## src/include/counter_cfg.svh

```systemverilog
`ifndef COUNTER_CFG_SVH
`define COUNTER_CFG_SVH

////////////////////////////////////////
// Counter board sizing
////////////////////////////////////////

// One 161/191 stage
`define STAGE_W 4

// Divider is two cascaded stages
`define DIV_W   8

// Event counter width (590 style)
`define EVT_W   8

// Sequencer outputs, 2 to 16 supported
`define SEQ_LEN 10

`endif

```

## src/design/counter_pkg.sv

```systemverilog
`include "counter_cfg.svh"

package counter_pkg;

   ////////////////////////////////////////
   // Stage operation
   ////////////////////////////////////////

   // What a counter stage does on the next edge
   typedef enum logic [1:0] {
      OP_HOLD = 2'd0,   // Keep count
      OP_LOAD = 2'd1,   // Take preset
      OP_UP   = 2'd2,   // Count + 1
      OP_DOWN = 2'd3    // Count - 1
   } count_op_t;

   ////////////////////////////////////////
   // Control and status bundles
   ////////////////////////////////////////

   typedef struct packed {
      logic              load;     // Reload preset, level
      logic              run;      // Count enable, level
      logic [`DIV_W-1:0] preset;   // Divider start value
   } div_ctrl_t;

   typedef struct packed {
      logic                load;     // Load strobe
      logic                enable;   // Count enable, level
      logic                down;     // High counts down
      logic [`STAGE_W-1:0] preset;
   } updn_ctrl_t;

   typedef struct packed {
      logic [`STAGE_W-1:0] q;    // Current count
      logic                tc;   // Terminal count
      logic                rc;   // Ripple-carry pulse
   } updn_stat_t;

   typedef struct packed {
      logic clear;   // Zero the count
      logic snap;    // Copy count to output register
      logic oe;      // Output enable
   } evt_ctrl_t;

endpackage

```

## src/design/counter_161.sv

```systemverilog
`timescale 1ns/1ps

`include "counter_cfg.svh"

// 74x161 style presettable 4-bit counter, fully synchronous
module counter_161
   import counter_pkg::*;
(
   input  logic                clk,
   input  logic                reset,
   input  logic                cet,   // Enable, also gates tc
   input  logic                cep,   // Enable, count only
   input  logic                pe,    // Parallel load when high
   input  logic [`STAGE_W-1:0] p,     // Preset value
   output logic [`STAGE_W-1:0] q,     // Count
   output logic                tc     // All ones and cet
);

   count_op_t op;

   ////////////////////////////////////////
   // Input decode
   ////////////////////////////////////////

   always_comb begin
      if (pe) begin
         op = OP_LOAD;             // Load wins over count
      end else if (cet && cep) begin
         op = OP_UP;               // Both enables needed
      end else begin
         op = OP_HOLD;
      end
   end

   ////////////////////////////////////////
   // Count register
   ////////////////////////////////////////

   always_ff @(posedge clk) begin
      if (reset) begin
         q <= '0;
      end else begin
         case (op)
            OP_LOAD: q <= p;
            OP_UP:   q <= q + 1'b1;   // Wraps at 15
            default: q <= q;          // Hold
         endcase
      end
   end

   // Cascade output
   // Next stage uses tc as its cet, no glue needed
   assign tc = cet & (&q);

endmodule

```

## src/design/counter_191.sv

```systemverilog
`timescale 1ns/1ps

`include "counter_cfg.svh"

// 74x191 style up/down counter
// Steps once per divider tick while enabled
module counter_191
   import counter_pkg::*;
(
   input  logic       clk,
   input  logic       reset,
   input  updn_ctrl_t ctrl,   // Load, enable, direction, preset
   input  logic       tick,   // Count edge qualifier from divider
   output updn_stat_t stat    // Count, tc, rc
);

   count_op_t           op;
   logic [`STAGE_W-1:0] count;
   logic                tc;

   ////////////////////////////////////////
   // Operation decode
   ////////////////////////////////////////

   always_comb begin
      op = OP_HOLD;
      if (ctrl.load) begin
         op = OP_LOAD;                          // Load has priority
      end else if (ctrl.enable && tick) begin
         op = ctrl.down ? OP_DOWN : OP_UP;      // Direction picks step
      end
   end

   ////////////////////////////////////////
   // Count register
   ////////////////////////////////////////

   always_ff @(posedge clk) begin
      if (reset) begin
         count <= '0;
      end else begin
         case (op)
            OP_LOAD: count <= ctrl.preset;
            OP_UP:   count <= count + 1'b1;   // 15 -> 0
            OP_DOWN: count <= count - 1'b1;   // 0 -> 15
            default: count <= count;
         endcase
      end
   end

   ////////////////////////////////////////
   // Status outputs
   ////////////////////////////////////////

   // Terminal count follows direction
   // 15 going up, 0 going down
   always_comb begin
      if (ctrl.down) begin
         tc = (count == '0);
      end else begin
         tc = (&count);
      end
   end

   assign stat.q  = count;
   assign stat.tc = tc;
   assign stat.rc = tc & ctrl.enable & tick;   // One cycle wide

endmodule

```

## src/design/counter_590.sv

```systemverilog
`timescale 1ns/1ps

`include "counter_cfg.svh"

// 74x590 style event counter
// Count register plus snapshot output register
module counter_590
   import counter_pkg::*;
(
   input  logic              clk,
   input  logic              reset,
   input  evt_ctrl_t         ctrl,   // Clear, snap, oe
   input  logic              tick,   // One event per tick
   output logic [`EVT_W-1:0] q,      // Snapshot, gated by oe
   output logic              rco     // Count is all ones
);

   logic [`EVT_W-1:0] count;   // Running event count
   logic [`EVT_W-1:0] oreg;    // Stable copy for readout

   ////////////////////////////////////////
   // Event count
   ////////////////////////////////////////

   always_ff @(posedge clk) begin
      if (reset) begin
         count <= '0;
      end else if (ctrl.clear) begin
         count <= '0;              // Clear beats the tick
      end else if (tick) begin
         count <= count + 1'b1;    // Wraps past 255
      end
   end

   ////////////////////////////////////////
   // Snapshot register
   ////////////////////////////////////////

   // Takes the count as it stood before this edge
   // Counting carries on undisturbed
   always_ff @(posedge clk) begin
      if (reset) begin
         oreg <= '0;
      end else if (ctrl.snap) begin
         oreg <= count;
      end
   end

   ////////////////////////////////////////
   // Outputs
   ////////////////////////////////////////

   // Disabled output reads as zero
   assign q = ctrl.oe ? oreg : '0;

   // High at terminal count
   assign rco = &count;

endmodule

```

## src/design/counter_4017.sv

```systemverilog
`timescale 1ns/1ps

`include "counter_cfg.svh"

// 4017 style sequencer
// One-hot outputs walk forward one step per tick
module counter_4017 (
   input  logic                clk,
   input  logic                reset,
   input  logic                tick,   // Advance enable
   output logic [`SEQ_LEN-1:0] q,      // One-hot position
   output logic                co      // High for first half
);

   localparam int POS_W = $clog2(`SEQ_LEN);

   logic [POS_W-1:0] pos;   // Current position, 0 .. SEQ_LEN-1

   ////////////////////////////////////////
   // Position counter
   ////////////////////////////////////////

   always_ff @(posedge clk) begin
      if (reset) begin
         pos <= '0;                            // Output 0 selected
      end else if (tick) begin
         if (pos == POS_W'(`SEQ_LEN - 1)) begin
            pos <= '0;                         // Wrap to start
         end else begin
            pos <= pos + 1'b1;
         end
      end
   end

   ////////////////////////////////////////
   // Decode
   ////////////////////////////////////////

   always_comb begin
      for (int i = 0; i < `SEQ_LEN; i++) begin
         q[i] = (pos == POS_W'(i));   // Exactly one match
      end
   end

   // 0..4 high for the decade case
   assign co = (pos < POS_W'(`SEQ_LEN / 2));

endmodule

```

## src/design/counter_board.sv

```systemverilog
`timescale 1ns/1ps

`include "counter_cfg.svh"

// Clock divider and event counting board
// Divider tick drives all downstream counters
module counter_board
   import counter_pkg::*;
(
   input  logic                clk,
   input  logic                reset,
   input  div_ctrl_t           div_ctrl,    // Divider load, run, preset
   input  updn_ctrl_t          updn_ctrl,   // Up/down counter control
   input  evt_ctrl_t           evt_ctrl,    // Event counter control
   output logic [`DIV_W-1:0]   div_q,       // Divider count
   output logic                tick,        // Divider terminal count
   output updn_stat_t          updn_stat,
   output logic [`EVT_W-1:0]   evt_q,
   output logic                evt_rco,
   output logic [`SEQ_LEN-1:0] seq_q,
   output logic                seq_co
);

   logic [`STAGE_W-1:0] lo_q;     // Low divider nibble
   logic [`STAGE_W-1:0] hi_q;     // High divider nibble
   logic                lo_tc;    // Low stage at 15, feeds hi cet
   logic                hi_tc;    // Both stages at 15
   logic                reload;   // Load preset on next edge

   ////////////////////////////////////////
   // Programmable divider
   ////////////////////////////////////////

   // Wrap by reload, so period is 2^DIV_W - preset
   assign reload = tick | div_ctrl.load;

   counter_161 u_div_lo (
      .clk   (clk),
      .reset (reset),
      .cet   (div_ctrl.run),
      .cep   (div_ctrl.run),
      .pe    (reload),
      .p     (div_ctrl.preset[`STAGE_W-1:0]),
      .q     (lo_q),
      .tc    (lo_tc)
   );

   counter_161 u_div_hi (
      .clk   (clk),
      .reset (reset),
      .cet   (lo_tc),          // Ripple enable from low stage
      .cep   (div_ctrl.run),
      .pe    (reload),
      .p     (div_ctrl.preset[`DIV_W-1:`STAGE_W]),
      .q     (hi_q),
      .tc    (hi_tc)
   );

   assign div_q = {hi_q, lo_q};

   // All ones while running
   assign tick = hi_tc & div_ctrl.run;

   ////////////////////////////////////////
   // Tick consumers
   ////////////////////////////////////////

   counter_191 u_updn (
      .clk   (clk),
      .reset (reset),
      .ctrl  (updn_ctrl),
      .tick  (tick),
      .stat  (updn_stat)
   );

   counter_590 u_evt (
      .clk   (clk),
      .reset (reset),
      .ctrl  (evt_ctrl),
      .tick  (tick),
      .q     (evt_q),
      .rco   (evt_rco)
   );

   // Decade sequencer
   counter_4017 u_seq (
      .clk   (clk),
      .reset (reset),
      .tick  (tick),
      .q     (seq_q),
      .co    (seq_co)
   );

endmodule

```

## config.mk

```make
export PLATFORM = sky130hd
export DESIGN_NAME = counter_board
export DESIGN_NICKNAME = d
export VERILOG_FILES = /design/src/design/counter_pkg.sv /design/src/design/counter_161.sv /design/src/design/counter_191.sv /design/src/design/counter_590.sv /design/src/design/counter_4017.sv /design/src/design/counter_board.sv
export VERILOG_INCLUDE_DIRS = /design/src /design/src/include
export SDC_FILE = /design/constraint.sdc
export NUM_CORES = 1
export LEC_CHECK = 0
export BUFFER_PORTS_ARGS = -buffer_cell sky130_fd_sc_hd__buf_2
export CORE_MARGIN = 4
export CORE_UTILIZATION = 30
export DETAILED_ROUTE_END_ITERATION = 8
export PLACE_DENSITY = 0.57
export SYNTH_ARGS = -nofsm -noshare
export SYNTH_HDL_FRONTEND = slang
export SYNTH_HIERARCHICAL = 1
export SYNTH_SLANG_ARGS = --single-unit
```

## constraint.sdc

```tcl
create_clock -name clk -period 6.85 [get_ports clk]
set_clock_uncertainty 0.05 [all_clocks]
set_input_delay 0 -clock clk [delete_from_list [all_inputs] [get_ports clk]]
set_output_delay 0 -clock clk [all_outputs]
set_load 0.05 [all_outputs]
```

==> metrics.cfg <==
[drt]
dr_total_vias=1620
dr.pass1.iters=4
route.detailed.drc=0
viasPerCell=4.737
postRouteAntennaNets=0
wl_per_cell_um=11.59
wl_um=3964
drt_iter0_markers=37

[yosys]
async_flop_share_pct=0
synth.most_common_cell=nor2_1
syn_inst=205
synth.distinct_cells=46
syn_nets=231
synth-seq-area-share_pct=36.57
syn_area_per_cell_um2=8.545
yosys.area.top_type_share_pct=36.57
synth_edf_count=0
synth_area_leaders=dfxtp_1 (37%), nor2_1 (7.1%), mux2i_1 (5.1%)
synth.largest_area_cell=dfxtp_1
synth_top_flop_cell=dfxtp_1
ys_ff_latch=32
synthTopCellsByCount=nor2_1 (33), dfxtp_1 (32), nand3_1 (12), and2_1 (11)
netlist_area_mm2=0.001752
yosysWarnings=6

[pwr]
p_clk_share_pct=36.1
power.density_mw_per_mm2=179.4
internal_power_mw=0.2955
power.switching_mw=0.1103
seqPwrFrac_pct=48.6
leakage_nw=0.9883
worst_ir_drop_vdd_mv=0.09890
swShare_pct=27.19
pwr-share-comb_pct=15.3

[run]
maxCapViolations=0

[layout]
nets=295
antenna_cells=0
area_delta_synth_final_pct=29.14
drive_gt1_share_pct=27.41
final_core_utilization_pct=40.58

[sta]
worstMarginPinSlew_ns=0.5286
final_max_slew_viol_count=0
hold_violations=0
max_freq_ghz=0.2902
min_period_ns=3.446
setup_tns_ns=0
setup_violations=0
rsz0062_at_grt=no
relSlewSlack_pct=64.76
fin_crit_sh_pct=50.31
holdWs_ns=0.02030

[global_routing]
grt_pass1_vias=1513
grt_pass1_wl_um=6872
overflow=0
antenna_found_initial=0
grt_max_degree=31
grt_usage_pct=11.53

[critical_path]
ff2ff_setup_slack_ns=3.40
setup.worst_path.start_class=flop
critPathKind=reg2reg
cp-end-kind=flop
critical_path_arrival_ns=3.61
critical_path_required_ns=7.02
reg2reg_depth=11
reg2reg_from=u_div_lo/q[0]$_SDFFE_PP0P_
r2r_end=u_updn/count[1]$_SDFFE_PP0P_
cp_max_fo=14

[clock_network]
post_cts_resized=0
hold_buffers=12
htree_levels=2
clk_pin_slew_ns=0.06
clkSinkCount=32
max-clock-path-buffers=2
insertion_delay_ns=0.27
cts_buffers=5
tritoncts=done
post_cts_buffers=0
cts_root_buf=clkbuf_8

[floorplan]
io_pins=57
dieArea_mm2=0.007125
die_w_um=84.41
die_height_um=84.41
rows=27
core-area_mm2=0.005574
start_util_pct=31.43

[hold_path]
min_to=u_updn/count[3]$_SDFFE_PP0P_
worstHoldStart=updn_ctrl[3]
hold_path.class=in2reg
min_path_cells=4

[placed_design]
dp_hpwl_um=2818
gp_congestion=0.7359
portBuffers=56

[status]
status=finished clean

[kinds of logic after synthesis]
family	Yosys count	share of synthesized area, %
buf+inv	15	4.856
compound gates	28	11.07
simple gates	104	32.86
mux	10	5.786
xor+xnor	12	6.000
flops	32	36.57
fa+ha+maj	4	2.857
[routing by layer]
| layer | GRT usage, % | part of all wire [%] | wire length (um) |
|---|---|---|---|
| met1 | 14.85 | 48 | 1883 |
| met2 | 18.08 | 44 | 1737 |
| met3 | 4.220 | 7.9 | 313 |
| met4 | 3.453 | 0.73 | 29 |
| met5 | 0 | 0 | 0 |
[power by group through the flow]
stage               registers (mW)  logic [mW]  clock network [mW]
finish                       0.197      0.0619               0.147
CTS                          0.197      0.0624               0.153
global placement             0.201      0.0574                   0
floorplan                    0.219      0.0215                   0
global route                 0.198      0.0671               0.162
detailed placement           0.201      0.0568                   0
[per-stage QoR]
| stage | power, mW | setup slack, ns | area [um^2] | std cells |
|---|---|---|---|---|
| global route | 0.4267 | 3.119 | 2262 | 342 |
| detailed placement | 0.2583 | 3.593 | 2052 | 322 |
| global placement | 0.2584 | 3.659 | 2052 | 322 |
| finish | 0.4058 | 3.404 | 2262 | 342 |
| CTS | 0.4122 | 3.435 | 2262 | 342 |
| floorplan | 0.2402 | 3.252 | 1752 | 205 |
[how the worst max path moves through the flow]
stage | from | endpoint | slack, ns | cells after the start
finish | u_div_lo/q[0]$_SDFFE_PP0P_ | u_updn/count[1]$_SDFFE_PP0P_ | 3.40 | 11
detailed placement | u_div_lo/q[0]$_SDFFE_PP0P_ | u_updn/count[2]$_SDFFE_PP0P_ | 3.59 | 11
floorplan | u_div_lo/q[0]$_SDFFE_PP0P_ | u_updn/count[2]$_SDFFE_PP0P_ | 3.25 | 12
global route | u_div_lo/q[0]$_SDFFE_PP0P_ | u_updn/count[1]$_SDFFE_PP0P_ | 3.12 | 11
global placement | u_div_lo/q[0]$_SDFFE_PP0P_ | u_updn/count[2]$_SDFFE_PP0P_ | 3.66 | 11
CTS | u_div_lo/q[0]$_SDFFE_PP0P_ | u_updn/count[1]$_SDFFE_PP0P_ | 3.43 | 11
[critical path, stage by stage (launching register included)]
cell,delay [ns]
dfxtp_1,0.39
ha_1,0.18
and4_2,0.27
and4_2,0.23
and2_1,0.44
and2_1,0.38
nand3_1,0.14
xnor2_1,0.14
ha_1,0.28
nand2_1,0.04
a311oi_1,0.26
dlygate4sd3_1,0.59
[cells in the final DEF (no fill, tap or decap), drive strengths merged, types with 2 or more instances in the layout]
cell type,instances
buf,56
dfxtp,32
nand4,4
dlygate4sd3,12
and2b,2
a311oi,5
xnor2,4
nand2b,5
mux2i,9
and4b,2
and4,2
and2,11
o2111ai,2
or3b,2
o21ai,7
nor4,2
or3,5
ha,4
inv,4
nand3,12
xor2,8
nand2,11
a21oi,5
nand3b,2
clkbuf,8
nor3,5
a211oi,5
nor2,33
[layout make-up]
cell class                 instances  area [um^2]
fill                             592         3312
multi-input combinational        158         1026
sequential                        32        640.6
timing repair buffer              68        400.4
clock buffer                       8        90.09
tap                               72        90.09
inverter                           4        15.01
[registers in the layout, indices dropped and copies added (netlist names)]
signal and count:
u_div_hi/q 4, u_div_lo/q 4, u_evt/count 8, u_evt/oreg 8
u_seq/pos 4, u_updn/count 4
No activity file was read; power rests on OpenSTA's default activity.
